`src/source/rv_pkg.sv`:
```
package rv_pkg;

    localparam int imem_words = 256;
    localparam int dmem_words = 256;
    localparam int imem_aw    = 8;
    localparam int dmem_aw    = 8;

    // RV32I major opcodes handled by the core.
    typedef enum logic [6:0] {
        op_reg    = 7'b0110011,
        op_imm    = 7'b0010011,
        op_load   = 7'b0000011,
        op_store  = 7'b0100011,
        op_branch = 7'b1100011
    } opcode_e;

    typedef enum logic [2:0] {
        alu_add,
        alu_sub,
        alu_and,
        alu_or,
        alu_slt
    } alu_op_e;

    typedef struct packed {
        logic    reg_write;
        logic    mem_read;
        logic    mem_write;
        logic    mem_to_reg;
        logic    alu_src;
        logic    branch;
        alu_op_e alu_op;
    } ctrl_t;

    typedef struct packed {
        logic        valid;
        logic [31:0] pc;
        logic [31:0] instr;
    } if_id_t;

    typedef struct packed {
        logic        valid;
        ctrl_t       ctrl;
        logic [31:0] pc;
        logic [31:0] rs1_data;
        logic [31:0] rs2_data;
        logic [31:0] imm;
        logic [4:0]  rs1;
        logic [4:0]  rs2;
        logic [4:0]  rd;
    } id_ex_t;

    typedef struct packed {
        logic        valid;
        ctrl_t       ctrl;
        logic [31:0] alu_result;
        logic [31:0] store_data;
        logic [4:0]  rd;
    } ex_mem_t;

    typedef struct packed {
        logic        valid;
        logic        reg_write;
        logic        mem_to_reg;
        logic [31:0] alu_result;
        logic [31:0] load_data;
        logic [4:0]  rd;
    } mem_wb_t;

    typedef struct packed {
        logic        valid;
        logic [4:0]  rd;
        logic [31:0] data;
    } retire_t;

    typedef struct packed {
        logic        valid;
        logic [31:0] addr;
        logic [31:0] data;
    } store_t;

    // Write-back value of a MEM/WB entry.
    function automatic logic [31:0] wb_data(mem_wb_t e);
        return e.mem_to_reg ? e.load_data : e.alu_result;
    endfunction

endpackage

```
`src/source/rv_execute.sv`:
```
module rv_execute import rv_pkg::*; (
    input  logic        clk,
    input  logic        rst_n,
    input  id_ex_t      id_ex,
    input  mem_wb_t     mem_wb,
    output ex_mem_t     ex_mem,
    output logic        redirect,
    output logic        flush,
    output logic [31:0] target
);

    logic [31:0] wb_val;
    logic [31:0] fwd_a;
    logic [31:0] fwd_b;
    logic [31:0] alu_b;
    logic [31:0] alu_result;

    // Newest producer wins; x0 is never forwarded.
    function automatic logic [31:0] fwd(
        logic [4:0]  rs,
        logic [31:0] rf_data,
        ex_mem_t     em,
        mem_wb_t     mw,
        logic [31:0] mw_data
    );
        if (em.valid && em.ctrl.reg_write && em.rd != 5'd0 && em.rd == rs) begin
            return em.alu_result;
        end
        if (mw.valid && mw.reg_write && mw.rd != 5'd0 && mw.rd == rs) begin
            return mw_data;
        end
        return rf_data;
    endfunction

    assign wb_val = wb_data(mem_wb);
    assign fwd_a  = fwd(id_ex.rs1, id_ex.rs1_data, ex_mem, mem_wb, wb_val);
    assign fwd_b  = fwd(id_ex.rs2, id_ex.rs2_data, ex_mem, mem_wb, wb_val);

    // Second operand is the immediate for addi, lw and sw.
    assign alu_b = id_ex.ctrl.alu_src ? id_ex.imm : fwd_b;

    always_comb begin
        case (id_ex.ctrl.alu_op)
            alu_add: alu_result = fwd_a + alu_b;
            alu_sub: alu_result = fwd_a - alu_b;
            alu_and: alu_result = fwd_a & alu_b;
            alu_or:  alu_result = fwd_a | alu_b;
            alu_slt: alu_result = {31'd0, $signed(fwd_a) < $signed(alu_b)};
            default: alu_result = '0;
        endcase
    end

    // beq resolves here.
    assign redirect = id_ex.valid && id_ex.ctrl.branch && (fwd_a == fwd_b);
    assign flush    = redirect;
    assign target   = id_ex.pc + id_ex.imm;

    always_ff @(posedge clk or negedge rst_n) begin
        if (!rst_n) begin
            ex_mem <= '0;
        end else begin
            ex_mem <= '{valid: id_ex.valid, ctrl: id_ex.ctrl, alu_result: alu_result,
                        store_data: fwd_b, rd: id_ex.rd};
        end
    end

    // Taken branch must leave a bubble behind it.
    a_redirect_branch: assert property (@(posedge clk) disable iff (!rst_n)
        redirect |=> !id_ex.valid);

endmodule

```
`config.mk`:
```
export PLATFORM = sky130hd
export DESIGN_NAME = rv_execute
export DESIGN_NICKNAME = d
export VERILOG_FILES = /design/src/source/rv_pkg.sv /design/src/source/rv_execute.sv
export SDC_FILE = /design/constraint.sdc
export NUM_CORES = 1
export LEC_CHECK = 0
export BUFFER_PORTS_ARGS = -buffer_cell sky130_fd_sc_hd__buf_2
export CORE_MARGIN = 2
export CORE_UTILIZATION = 40
export DETAILED_ROUTE_END_ITERATION = 10
export PLACE_DENSITY = 0.61
export SLEW_MARGIN = 20
export SYNTH_ARGS = -nofsm -noshare
export SYNTH_HDL_FRONTEND = slang
export SYNTH_SLANG_ARGS = --single-unit
```
`constraint.sdc`:
```
create_clock -name clk -period 5.9 [get_ports clk]
set_input_delay 1.18 -clock clk [delete_from_list [all_inputs] [get_ports clk]]
set_output_delay 1.18 -clock clk [all_outputs]
set_load 0.05 [all_outputs]
```
# [Word level (Yosys, flattened, before mapping)]
# Cells that the tools add are included.
[totals] regBits=79 in_bits=227 output_inout_bits=113 wordCells=56
[classes] addsub=3 n_lt_le_gt_ge=1 n_eq_ne=9 mux=17 bitwise_logic=2 n_reduce_logical=13
[op_table] cell="two-way mux 32 bit" count=10
[op_table] cell="one-hot mux 32 bit (5 select lines)" count=1
[op_table] cell="adder 32 bit" count=2
[op_table] cell="AND 32 bit" count=1
[op_table] cell="== test 32 bit" count=1
[op_table] cell="< comparator 32 bit" count=1
[op_table] cell="OR 32 bit" count=1
[op_table] cell="subtractor 32 bit" count=1
[op_table] cell="== test 5 bit" count=4
[op_table] cell="logical AND 1 bit" count=10
[op_table] cell="nonzero test 5 bit" count=2
[op_table] cell="== test 3 x 2 -> 1 bit (second input constant)" count=2
[op_table] cell="two-way mux 1 bit" count=6
[op_table] cell="== test 3 x 1 -> 1 bit (second input constant)" count=1
[op_table] cell="== test 3 bit (second input constant)" count=1
[op_table] cell="logical NOT 3 bit" count=1

# [Longest topological paths before layout]
[depth] depth_word=10 ltp_mapped=22

# [Worst setup path after synthesis]
# No wires, ideal clock.
[synth_timing] path_kind="input port to output port" from="in mem_wb[1] in the netlist's numbering" to="out redirect" arrival_ns=4.574 t_required_ns=4.720 slack_ns=0.146 path_stages=12 path_buffers=3 cell_sequence="or4_1 o211ai_2 nor4_1 buf_6 buf_2 nand2_1 o21ai_0 o21ai_0 xnor2_1 nand3_1 nor4_2 buf_4"
[synth_between] elab_chain_cells=9 word_cells_on_any_way=18 cone_classes="3 x eq/ne; 10 x mux; 5 x reduce/logical"
[synth_lines] item="start, declared" line="rv_execute.sv:5" rtl="input mem_wb_t mem_wb,"
[synth_lines] item="nonzero test 5 bit" line="rv_execute.sv:29" rtl="if (mw.valid && mw.reg_write && mw.rd != 5'd0 && mw.rd == rs) begin"
[synth_lines] item="logical AND 1 bit (2 in series)" line="rv_execute.sv:29"
[synth_lines] item="two-way mux 1 bit (2 in series)" line="rv_execute.sv:29"
[synth_lines] item="two-way mux 32 bit" line="rv_execute.sv:32" rtl="return rf_data;"
[synth_lines] item="two-way mux 32 bit" line="rv_execute.sv:29"
[synth_lines] item="== test 32 bit (*)" line="rv_execute.sv:54" rtl="assign redirect = id_ex.valid && id_ex.ctrl.branch && (fwd_a == fwd_b);"
[synth_lines] item="logical AND 1 bit (*)" line="rv_execute.sv:54"
[synth_lines] item="end, declared" line="rv_execute.sv:7" rtl="output logic redirect,"
# Mark *: on every way between the ends. The rest lies on a longest branch, timed or not. The select of a mux whose other input is x is not followed.

# [Worst setup path after layout]
# Ends and elaborated chain as after synthesis.

==> metrics <==
CP top delay family simple AND/OR/NAND/NOR gates; die span in y around 170 um; Max transition margin 0.420; # setup viols final 0; First-pass DRT Iterations 6; final WL 45400 um; CP required 4.72 ns; syn_area_per_cell around 8 um2; Syn Std Cell Area 0.0108 mm2; Total Power slightly below 3000 uW; clock insertion delay at the later pin of the skew report about 0.36 ns; Worst EP arrival approximately 4.7 ns; Critical Path Slowest Stage Cell or4_1; Post-DP Area roughly 0.014 mm2; Clk Tree Root Cell clkbuf_16; CP endpoint kind primary output; Yosys cell types 70; startpoint types input pin; routability congestion estimate between 0.9 and 1; Pleak about 0.0070 uW; share of the synthesized area in the top cell type 0.184; # rows 60; H-Tree Depth 3; GRT Total Usage 0.313; status complete, no violations; peak supply drop approximately 0.15 mV; remaining antenna violation count after routing 0; Logic pwr share 0.567; # IOs 340; fin nets 2200; Area contributors post-synth dfrtp_1 18%, ha_1 15%, mux2_2 6.4%; GRT overflow 0; total CTS buffers 9; switch share 0.462; die span in x 168 um; unrepaired setup endpoints after global routing no; Mapped Nets roughly 1700; CTS tree done; switching pwr roughly 1400 uW; max cap viols 0; Port-buffer cells ~340; Power Density between 200 and 250 mW/mm2; Layout area overhead 34.1%; Post-CTS Setup Bufs 0; Int Power 1600 uW; Seq cells post-synth 79; CTS max path bufs 2; Final min period 5.83 ns; count leader, synth nand2_1; CP dominant cell by count buf_4; fraction of layout cells with a size suffix above 1 0.343; Max Transition Viols Final 0; wire length per cell 20.7 um; clock power share 0.220; max reg flops just under 80; hpwl dp approximately 38000 um; fmax about 0.17 GHz; number of global-route vias before repair 11800; Residual DRC 0; Die Area between 0.02 and 0.03 mm2; clk sink count 79; sequential area share after synthesis 0.184; Post-Layout Inst Area approximately 0.014 mm2; initial antenna violation count 2; cts hold-fix bufs 0; vias after detailed routing 12300; Initial DRC Count 982; CTS clk-pin slew, worst paths ~0.070 ns; EDFF count, synth 0; CP max FO 9; Starting Density 0.404; worst path cell trace buf_2 -> or4_1 -> o211ai_4 -> nor4_2 -> buf_4 -> buf_4 -> mux2i_1 -> o21ai_1 -> buf_4 -> xor2_1 -> nor4_1 -> nand4_1 -> nor4_2 -> buf_4 -> clkbuf_4; Largest regs ex_mem x79; min-delay worst type register to register; measured slew at the worst slew-check pin ~0.86 ns; asr flop ratio synth 1.00; Crit path largest cell delay 0.57 ns; core area approximately 0.027 mm2; skew final approximately 0.0094 ns; largest net degree at the start of global routing 82; Util after Layout 0.541; first-pass GRT wire length around 68000 um; top cell type by total area after synthesis dfrtp_1; Tcrit/Tclk final 0.989; cells after synthesis ~1400; sequential power share 0.213; Fin. Hold Viols 0; top_reg_cell synth dfrtp_1; Biggest register ex_mem; yosys warns 0; top cells by count, synth 136 x nand2_1, 132 x o21ai_0, 127 x ha_1; CP bufs+invs 6; layout filler cell count between 2000 and 3000; drt via density 5.61; crit path kind input pin to primary output
==> stage by stage <==
stage	TNS (ns)	setup WS, ns	cells	hold slack, ns
floorplan	0	0.146	1375	0.808
global placement	-1.82	-0.272	2173	0.598
detailed placement	-2.28	-0.367	2173	0.606
CTS	0	0.00370	2189	0.617
global route	0	0.0119	2190	0.652
finish	0	0.0664	2191	0.623
==> power by group through the flow <==
stage	Clock (uW)	Combinational (uW)	Sequential, uW
after floorplan	0	890	794
after global placement	0	1650	641
after detailed placement	0	1660	640
after CTS	661	1670	630
after global routing	685	1810	635
final	655	1690	633
==> repair_timing <==
item,CTS,global route
pin swaps,0,2
gates resized for setup,4,16
endpoints found under the setup margin,3,5
==> area by class of cell <==
class | instances | area, um2 | share of cell area
multi-input cells | 1119 | 8150 | 0.565
repair buffers | 525 | 3120 | 0.216
flip-flops and latches | 79 | 1980 | 0.137
well taps | 341 | 427 | 0.0296
inverters | 109 | 409 | 0.0284
clock buffers | 12 | 256 | 0.0178
clock inverters | 4 | 76.3 | 0.00529
diodes | 2 | 5.00 | 0.000347
==> logic make-up after synthesis <==
group,count (synthesis),synth area share
AOI/OAI and AO/OA,412,0.236
xor gates and xnor gates,106,0.0863
adders and majority gates,130,0.153
buffers and inverters,177,0.0674
DFF,79,0.184
muxes,126,0.124
and+or+nand+nor,345,0.148
==> metal layers <==
layer	track usage	wire length, um	vias to the layer above
met4	0.0847	1120	0
li1	-	-	5821
met5	0	0	-
met1	0.427	20400	5861
met2	0.514	20600	538
met3	0.0512	3260	69
==> layout by cell type (no fill, tap or decap), types with 13 or more instances in the layout <==
master / n
buf_2: 336
buf_4: 184
nand2_1: 136
o21ai_0: 129
ha_1: 127
inv_1: 107
a21oi_1: 97
nor2_1: 83
dfrtp_1: 79
mux2i_1: 64
mux2_2: 61
xnor2_1: 60
xor2_1: 46
a211oi_1: 26
a21o_1: 24
nor3_1: 24
o21ai_1: 20
nor2b_1: 14
o21bai_1: 14
nand3_1: 13
==> final timing paths <==
check                           cells past startpoint          to  startpoint  slack, ns
worst max register to register                     20  ex_mem[68]   ex_mem[0]       0.84
worst min register to register                      2   ex_mem[7]  ex_mem[39]       0.62
worst min-delay path                                2   ex_mem[7]  ex_mem[39]       0.62
min in group asynchronous                           1   ex_mem[2]       rst_n       0.81
worst max-delay path                               15    redirect   mem_wb[1]       0.07
max in group asynchronous                           2  ex_mem[61]       rst_n       4.07
==> worst reg2reg max path, stage by stage (launching register included) <==
cell and delay [ns]:
dfrtp_1 0.44, or3_1 0.40, o311a_1 0.33, nand4_1 0.15
nor3_4 0.10, buf_4 0.21, buf_12 0.18, nand2_1 0.07
o21ai_0 0.09, mux2_2 0.32, ha_1 0.25, a2111oi_0 0.40
o21ai_0 0.14, or3_1 0.37, a31o_2 0.24, a21oi_2 0.27
o21ai_0 0.23, nor4_1 0.27, or3_1 0.17, nor3_1 0.05
o31a_1 0.28
Power figures use the tool's default switching activity.
