File: src/source/rv_pkg.sv
package rv_pkg;

    localparam int imem_words = 256;
    localparam int dmem_words = 256;
    localparam int imem_aw    = 8;
    localparam int dmem_aw    = 8;

    // RV32I major opcodes handled by the core.
    typedef enum logic [6:0] {
        op_reg    = 7'b0110011,
        op_imm    = 7'b0010011,
        op_load   = 7'b0000011,
        op_store  = 7'b0100011,
        op_branch = 7'b1100011
    } opcode_e;

    typedef enum logic [2:0] {
        alu_add,
        alu_sub,
        alu_and,
        alu_or,
        alu_slt
    } alu_op_e;

    typedef struct packed {
        logic    reg_write;
        logic    mem_read;
        logic    mem_write;
        logic    mem_to_reg;
        logic    alu_src;
        logic    branch;
        alu_op_e alu_op;
    } ctrl_t;

    typedef struct packed {
        logic        valid;
        logic [31:0] pc;
        logic [31:0] instr;
    } if_id_t;

    typedef struct packed {
        logic        valid;
        ctrl_t       ctrl;
        logic [31:0] pc;
        logic [31:0] rs1_data;
        logic [31:0] rs2_data;
        logic [31:0] imm;
        logic [4:0]  rs1;
        logic [4:0]  rs2;
        logic [4:0]  rd;
    } id_ex_t;

    typedef struct packed {
        logic        valid;
        ctrl_t       ctrl;
        logic [31:0] alu_result;
        logic [31:0] store_data;
        logic [4:0]  rd;
    } ex_mem_t;

    typedef struct packed {
        logic        valid;
        logic        reg_write;
        logic        mem_to_reg;
        logic [31:0] alu_result;
        logic [31:0] load_data;
        logic [4:0]  rd;
    } mem_wb_t;

    typedef struct packed {
        logic        valid;
        logic [4:0]  rd;
        logic [31:0] data;
    } retire_t;

    typedef struct packed {
        logic        valid;
        logic [31:0] addr;
        logic [31:0] data;
    } store_t;

    // Write-back value of a MEM/WB entry.
    function automatic logic [31:0] wb_data(mem_wb_t e);
        return e.mem_to_reg ? e.load_data : e.alu_result;
    endfunction

endpackage

File: src/source/rv_decode.sv
module rv_decode import rv_pkg::*; (
    input  logic    clk,
    input  logic    rst_n,
    input  if_id_t  if_id,
    input  mem_wb_t mem_wb,
    input  logic    flush,
    output logic    stall,
    output id_ex_t  id_ex
);

    logic [31:0] instr;
    logic [4:0]  rs1;
    logic [4:0]  rs2;
    logic [4:0]  rd;
    logic [2:0]  funct3;
    logic [6:0]  funct7;
    logic [31:0] rs1_data;
    logic [31:0] rs2_data;
    logic [31:0] imm;
    logic        uses_rs2;
    ctrl_t       ctrl;

    assign instr  = if_id.instr;
    assign rs1    = instr[19:15];
    assign rs2    = instr[24:20];
    assign rd     = instr[11:7];
    assign funct3 = instr[14:12];
    assign funct7 = instr[31:25];

    rv_regfile i_regfile (
        .clk      (clk),
        .rst_n    (rst_n),
        .rs1      (rs1),
        .rs2      (rs2),
        .rs1_data (rs1_data),
        .rs2_data (rs2_data),
        .we       (mem_wb.valid && mem_wb.reg_write),
        .rd       (mem_wb.rd),
        .wd       (wb_data(mem_wb))
    );

    always_comb begin
        ctrl = '0;
        imm  = '0;
        case (instr[6:0])
            op_reg: begin
                ctrl.reg_write = 1'b1;
                if (funct3 == 3'b000 && funct7 == 7'b0000000) ctrl.alu_op = alu_add;
                else if (funct3 == 3'b000 && funct7 == 7'b0100000) ctrl.alu_op = alu_sub;
                else if (funct3 == 3'b111 && funct7 == 7'b0000000) ctrl.alu_op = alu_and;
                else if (funct3 == 3'b110 && funct7 == 7'b0000000) ctrl.alu_op = alu_or;
                else if (funct3 == 3'b010 && funct7 == 7'b0000000) ctrl.alu_op = alu_slt;
                else ctrl = '0;
            end
            op_imm: begin
                // addi only.
                if (funct3 == 3'b000) begin
                    ctrl.reg_write = 1'b1;
                    ctrl.alu_src   = 1'b1;
                end
                imm = {{20{instr[31]}}, instr[31:20]};
            end
            op_load: begin
                if (funct3 == 3'b010) begin
                    ctrl.reg_write  = 1'b1;
                    ctrl.mem_read   = 1'b1;
                    ctrl.mem_to_reg = 1'b1;
                    ctrl.alu_src    = 1'b1;
                end
                imm = {{20{instr[31]}}, instr[31:20]};
            end
            op_store: begin
                if (funct3 == 3'b010) begin
                    ctrl.mem_write = 1'b1;
                    ctrl.alu_src   = 1'b1;
                end
                imm = {{20{instr[31]}}, instr[31:25], instr[11:7]};
            end
            op_branch: begin
                if (funct3 == 3'b000) begin
                    ctrl.branch = 1'b1;
                    ctrl.alu_op = alu_sub;
                end
                imm = {{19{instr[31]}}, instr[31], instr[7], instr[30:25], instr[11:8], 1'b0};
            end
            default: ctrl = '0;
        endcase
    end

    // R-type, store and branch read rs2.
    assign uses_rs2 = !ctrl.alu_src || ctrl.mem_write;

    // Load-use hazard.
    assign stall = if_id.valid && id_ex.valid && id_ex.ctrl.mem_read && (id_ex.rd != 5'd0)
                   && ((id_ex.rd == rs1) || (uses_rs2 && id_ex.rd == rs2));

    always_ff @(posedge clk or negedge rst_n) begin
        if (!rst_n) begin
            id_ex <= '0;
        end else if (flush || stall || !if_id.valid) begin
            id_ex <= '0;
        end else begin
            id_ex <= '{valid: 1'b1, ctrl: ctrl, pc: if_id.pc, rs1_data: rs1_data,
                       rs2_data: rs2_data, imm: imm, rs1: rs1, rs2: rs2, rd: rd};
        end
    end

endmodule

File: src/source/rv_regfile.sv
module rv_regfile (
    input  logic        clk,
    input  logic        rst_n,
    input  logic [4:0]  rs1,
    input  logic [4:0]  rs2,
    output logic [31:0] rs1_data,
    output logic [31:0] rs2_data,
    input  logic        we,
    input  logic [4:0]  rd,
    input  logic [31:0] wd
);

    logic [31:0] regs [32];
    logic        wr_en;

    // x0 is never written.
    assign wr_en = we && (rd != 5'd0);

    always_ff @(posedge clk or negedge rst_n) begin
        if (!rst_n) begin
            for (int i = 0; i < 32; i++) begin
                regs[i] <= '0;
            end
        end else if (wr_en) begin
            regs[rd] <= wd;
        end
    end

    // Write in the same cycle is visible to the reader.
    assign rs1_data = (rs1 == 5'd0) ? '0 : (wr_en && rd == rs1) ? wd : regs[rs1];
    assign rs2_data = (rs2 == 5'd0) ? '0 : (wr_en && rd == rs2) ? wd : regs[rs2];

endmodule

File: config.mk
export PLATFORM = sky130hd
export DESIGN_NAME = rv_decode
export DESIGN_NICKNAME = d
export VERILOG_FILES = /design/src/source/rv_pkg.sv /design/src/source/rv_decode.sv /design/src/source/rv_regfile.sv
export SDC_FILE = /design/constraint.sdc
export NUM_CORES = 2
export LEC_CHECK = 0
export BUFFER_PORTS_ARGS = -buffer_cell sky130_fd_sc_hd__buf_2
export CORE_ASPECT_RATIO = 1.25
export CORE_MARGIN = 2
export CORE_UTILIZATION = 60
export CTS_CLUSTER_DIAMETER = 120
export CTS_CLUSTER_SIZE = 12
export DETAILED_ROUTE_END_ITERATION = 6
export PLACE_DENSITY = 0.79
export SLEW_MARGIN = 30
export SYNTH_ARGS = -nofsm -noshare
export SYNTH_HDL_FRONTEND = slang
export SYNTH_HIERARCHICAL = 1
export SYNTH_SLANG_ARGS = --single-unit
File: constraint.sdc
create_clock -name clk -period 2.3 [get_ports clk]
set_clock_uncertainty 0.15 [all_clocks]
set_input_delay 0.23 -clock clk [delete_from_list [all_inputs] [get_ports clk]]
set_output_delay 0.23 -clock clk [all_outputs]
set_load 0.02 [all_outputs]
---- Word-level counts from Yosys, hierarchy flattened ----
Cells that the tools add are included.
operators by class
  add/sub/neg operators ................... 0
  multipliers ............................. 0
  div/mod/pow operators ................... 0
  $lt $le $gt $ge ......................... 4
  equality and inequality tests ........... 13
  shift-type cells ........................ 0
  multiplexer cells ....................... 36
  bitwise logic cells ..................... 3
  reductions and logical operators ........ 28
operators by type and width
  kind                                                      count
  bitwise mux 1024 bit                                      1
  binary-select mux 32 bit (select 5 bit)                   2
  two-way mux 32 bit                                        10
  demux 32 bit (select 5 bit)                               1
  two-way mux 153 bit                                       1
  case mux 32 bit (3 select lines)                          1
  two-way mux 6 bit                                         5
  == test 7 x 6 -> 1 bit, second input constant             3
  == test 5 bit                                             4
  greater-or-equal comparator 6 bit, second input constant  3
  NOT 5 -> 6 bit                                            3
  logical AND 1 bit                                         15
  two-way mux 3 bit                                         5
  zero test 5 bit                                           2
  nonzero test 5 bit                                        2
  case mux 4 bit (2 select lines)                           1
  == test 7 x 2 -> 1 bit, second input constant             1
  == test 7 x 5 -> 1 bit, second input constant             1
  == test 7 bit, second input constant                      1
  zero test 7 bit                                           1
  == test 3 bit, second input constant                      2
  < comparator 6 x 1 -> 1 bit, second input constant        1
  case mux 1 bit (2 select lines)                           3
  logical OR 1 bit                                          4
  other kinds (9)                                           11
storage, ports and cells
  bits in registers ....................... 1,177
  bits in latches ......................... 0
  RAM bits ................................ 0
  ROM bits ................................ 0
  bits of input ports ..................... 140
  output and inout port bits .............. 154
  word-level logic and storage cells ...... 131
  memories ................................ 0

---- Longest topological paths before layout ----
  word-level depth ........................ 16
  gate-level depth with buffers ........... 12
  mapped depth without buffers ............ 7

---- Modules after synthesis ----
The synthesis kept the hierarchy.
modules (own cells, without submodules)
  module      instances  cells an instance  area each (um^2)  sequential area each (um^2)
  rv_regfile  1          3,916              55,298.0          25,624.6
  rv_decode   1          412                6,049.6           3,328.2

---- Least setup slack after synthesis ----
No wires, ideal clock.
  path kind ............................... input to register
  start point ............................. input if_id[20] (netlist name)
  end point ............................... register id_ex[53] (netlist name)
  library setup time ...................... 0.129 ns
  arrival time ............................ 1.988 ns
  required time ........................... 2.021 ns
  slack ................................... 0.033 ns
  stages on the path ...................... 8
  buffers on the path ..................... 3
  path through ............................ buf_6 -> buf_6 -> buf_2 -> mux4_2 -> a211oi_1 -> nor3_1 -> a221o_1 -> nor3b_2
on the way
  word-level cells in the longest chain between the ends .. 7
  elaborated cells on any way between the ends .. 16
  classes of those cells .................. 2 x eq/ne; 6 x mux; 1 x bitwise; 7 x reduce/logical
ends and longest elaborated chain
  element                                                 line              source
  start, declared                                         rv_decode.sv:4    input if_id_t if_id,
  NOT 5 -> 6 bit (not written as such)                    rv_regfile.sv:31  assign rs2_data = (rs2 == 5'd0) ? '0 : (wr_en && rd == rs2) ? wd : regs[rs2];
  binary-select mux 32 bit (select 5 bit)                 rv_regfile.sv:31
  two-way mux 32 bit (not written as such) (2 in series)  rv_regfile.sv:31
  two-way mux 32 bit                                      rv_regfile.sv:31
  two-way mux 32 bit *                                    rv_regfile.sv:31
  via rs2_data[6]                                         rv_decode.sv:18   logic [31:0] rs2_data;
  two-way mux 153 bit *                                   rv_decode.sv:100  end else if (flush || stall || !if_id.valid) begin
  end signal, assigned                                    rv_decode.sv:103  id_ex <= '{valid: 1'b1, ctrl: ctrl, pc: if_id.pc, rs1_data: rs1_data,
  end, declared                                           rv_decode.sv:8    output id_ex_t id_ex
The timed path passes the listed nets; every way through them passes the cells marked *. The select of a mux whose other input is x is not followed.
A chain may end at the register's enable or synchronous reset.

---- Worst setup path after layout ----
  start point ............................. register id_ex[1] (netlist name)
  end point ............................... output stall
on the way
  word-level cells in the longest chain between the ends .. 4
  elaborated cells on any way between the ends .. 7
  classes of those cells .................. 2 x eq/ne; 5 x reduce/logical
ends and longest elaborated chain
  element              line             source
  == test 5 bit        rv_decode.sv:95  && ((id_ex.rd == rs1) || (uses_rs2 && id_ex.rd == rs2));
  logical AND 1 bit    rv_decode.sv:95
  logical OR 1 bit     rv_decode.sv:95
  logical AND 1 bit *  rv_decode.sv:95
  end, declared        rv_decode.sv:7   output logic stall,
Mark *: on every way between the ends. The rest lies on a longest branch, timed or not.

==> reports/results.ini <==
[outcome]
status = complete, but fails checks
violations = negative setup slack

[critical_path]
cp_top_family = simple AND/OR/NAND/NOR gates
r2r_end = id_ex[45]
crit_buf_inv = 1
critical-path-slowest-cell = or4_4
r2r_setup_slack_ns = -0.35
worstRegToRegCells = 11
path_class = reg -> out
cp-startpoint = id_ex[1]
crit_cells = 5
path_cells = or4_4 > o21ai_4 > nor4_4 > or2_4 > buf_6
arrival_ns = 2.35
r2r-start = id_ex[1]
critPathMaxStageDelay_ns = 0.55
worstPathMaxFanout = 3
end_kind = primary output
cp_data_required_time_ns = 1.92
start_kind = flip-flop
crit_path_end = stall

[timing]
min_period_ns = 2.733
maxSlewHeadroom_pct = 44.49
worst_slew_pin_slew_ns = 0.8309
hold_viol = 0
max_clock_freq_mhz = 366.0
finalMaxSlewViolations = 0
setup_viol = 132
setup_ws_ns = -0.4326
rsz0062_at_grt = yes
holdWs_ns = 0.01901
min_period_over_period_pct = 118.8

[floorplan]
core-area_mm2 = 0.1018
core.rowCount = 131
die-area_mm2 = 0.1048
die_h_um = 361.5
fp.dieW_um = 290
start_util_pct = 60.27
io_pins = 294

[clock_tree]
cts.sink_count = 1157
numCtsBuffers = 106
path_clk_slew_ns = 0.06
clockBufferDepth = 3
cts_root_buffer = clkbuf_16
cts_max_level = 3
cts_tree = built
clock_latency_ns = 0.73

[yosys]
synth_simple_gate_area_share_pct = 5.021
syn_area_mm2 = 0.06135
ys_warn_count = 6
muxShareOfSynthArea_pct = 37.98
ys_async_sr_fraction_pct = 100.0
synth.avg_cell_area_um2 = 14.17
yosys.cell_types.count = 63
ys_ff_latch = 1157
synthXorXnorAreaFrac_pct = 0.2998
synth_edf_count = 0
synth_flop_cell = dfrtp_1
netlist_instances = 4328
ys_seq_area_share_pct = 47.19
synth.net_count = 4468
synth_top_family_by_area = multiplexers
yosys.area_share.adder_pct = 0
synth_compound_area_share_pct = 5.401

[global_routing]
grt_max_degree = 95
antenna_found_initial = 11
first_global_vias = 47312
grt_pass1_wl_mm = 315.9
overflow = 0
track_usage_pct = 41.25

[power_and_ir_drop]
p_leak_nw = 33.58
powerDensity_mw_per_mm2 = 702.3
peakVddDrop_mv = 0.6759

[place]
port-buffer-count = 293
hpwl_mm = 139.7
routabilityCongestion = 0.9271

[job]
max_cap_viol_count = 0

[routing]
met2_length_mm = 96.00
vias = 45443
met3_length_mm = 28.14
routed.top_layer = met5
met1_length_mm = 74.47
drcViolationCount = 0
firstDrtPassIters = 6
avgViaCountPerCell = 7.302
first_iter_violations = 5693
totalWireLength_mm = 216.4
wl_per_cell_um = 34.77
ant_nets = 0

[layout]
drive_above_1_share_pct = 52.40
fillers = 6425
fin_nets = 5021
fin_util_pct = 71.28
syn_to_final_growth_pct = 18.27

[hold_path]
min_path_type = in -> reg

[worst min-delay path by stage]
stage / cells past startpoint / endpoint / slack, ns / startpoint
CTS: 6 / id_ex[15] / 0.004 / if_id[6]
finish: 5 / id_ex[144] / 0.02 / if_id[64]
detailed placement: 1 / i_regfile/regs[698] / 0.04 / rst_n
global route: 5 / id_ex[144] / 0.03 / if_id[64]
floorplan: 0 / i_regfile/regs[0] / -0.22 / rst_n
global placement: 1 / i_regfile/regs[698] / 0.05 / rst_n
[stage by stage]
step / area [um^2] / total power, mW / instances / setup WS, ns / TNS (ns)
final: 72560 / 50.96 / 6223 / -0.4326 / -31.95
after detailed placement: 68510 / 34.88 / 6010 / -0.2677 / -12.19
after CTS: 72380 / 50.74 / 6215 / -0.4542 / -15.74
after global placement: 68510 / 34.37 / 6010 / -0.2789 / -10.24
after floorplan: 61350 / 31.07 / 4328 / 0.03266 / 0
after global routing: 72550 / 52.57 / 6219 / -0.4666 / -39.98
[where the power goes]
| part | internal, mW | total [mW] | switching, mW |
|---|---|---|---|
| combinational | 5.54 | 10.1 | 4.58 |
| sequential | 22.9 | 25.0 | 2.06 |
| clock | 8.25 | 15.9 | 7.61 |
| total | 36.7 | 51.0 | 14.3 |
[flip-flops by register name, indices dropped and copies added, names as in the netlist]
signal and count:
i_regfile/regs 1024, id_ex 133
[kinds of logic (layout without fill, tap and decap cells)]
| family | count (synthesis) | count (layout) |
|---|---|---|
| other | 0 | 6 |
| DFF | 1157 | 1157 |
| muxes | 1740 | 1740 |
| and+or+nand+nor | 465 | 465 |
| buffers and inverters | 499 | 1058 |
| AOI/OAI and AO/OA | 446 | 446 |
| xor gates and xnor gates | 21 | 21 |
[repair_timing]
item / 4_1_cts / 5_1_grt
hold buffers: 80 / 0
endpoints found under the setup margin: 5 / 133
setup buffers: 8 / 5
cloned: 3 / 0
pin swaps: 7 / 4
hold endpoints to repair: 937 / 0
resized for setup: 32 / 31
[Yosys cell counts, types with 11 or more instances]
cell type / count / share of area (%)
nand2_1: 156 / 0.95
a32o_1: 32 / 0.52
a21oi_1: 47 / 0.38
o22ai_1: 55 / 0.56
buf_2: 98 / 0.80
nor3b_2: 92 / 1.9
nand3_1: 21 / 0.17
a211oi_1: 48 / 0.59
buf_6: 43 / 0.79
buf_4: 52 / 0.64
xnor2_1: 15 / 0.21
mux2i_1: 324 / 5.3
mux4_1: 16 / 0.69
a221o_1: 27 / 0.44
a221oi_1: 36 / 0.51
mux2_2: 1056 / 19
dfrtp_1: 1157 / 47
nor2b_1: 11 / 0.11
o221ai_1: 32 / 0.46
buf_1: 63 / 0.39
mux4_2: 344 / 13
nor3_1: 17 / 0.14
a22oi_1: 81 / 0.99
nor3b_1: 27 / 0.33
o21ai_0: 47 / 0.38
nor2_1: 64 / 0.39
clkbuf_1: 237 / 1.5
[final cells by class]
cell class / instances / area [um^2] / area share (%)
timing repair buffer: 939 / 8762 / 12.08
clock buffer: 108 / 2703 / 3.725
inverter: 5 / 18.77 / 0.02587
antenna: 6 / 15.01 / 0.02069
tap: 1330 / 1664 / 2.293
clock inverter: 6 / 71.32 / 0.09829
sequential: 1157 / 28950 / 39.90
multi-input combinational: 2672 / 30370 / 41.86
[layer usage]
| metal | GRT usage (%) | vias up |
|---|---|---|
| met5 | 0 | - |
| met3 | 11.97 | 1007 |
| met2 | 61.84 | 3452 |
| li1 | - | 17517 |
| met1 | 51.96 | 23461 |
| met4 | 28.83 | 6 |
[cells in the final DEF, fill, tap and decap left out, drive strengths merged, types with 49 or more instances in the layout]
cell type and count:
nand2 156, mux2 1056, nor3b 119, mux2i 324, nor2 64, clkbuf 108, o22ai 55, mux4 360
a22oi 81, dfrtp 1157, a211oi 49, buf 860, dlygate4sd3 79
[worst min-delay path, cell delays in order]
cell,delay (ns)
buf_2,0.11
nor2b_1,0.18
o41ai_4,0.11
buf_6,0.15
nor4_4,0.05
Note: power is estimated with default switching activity, not from simulation.
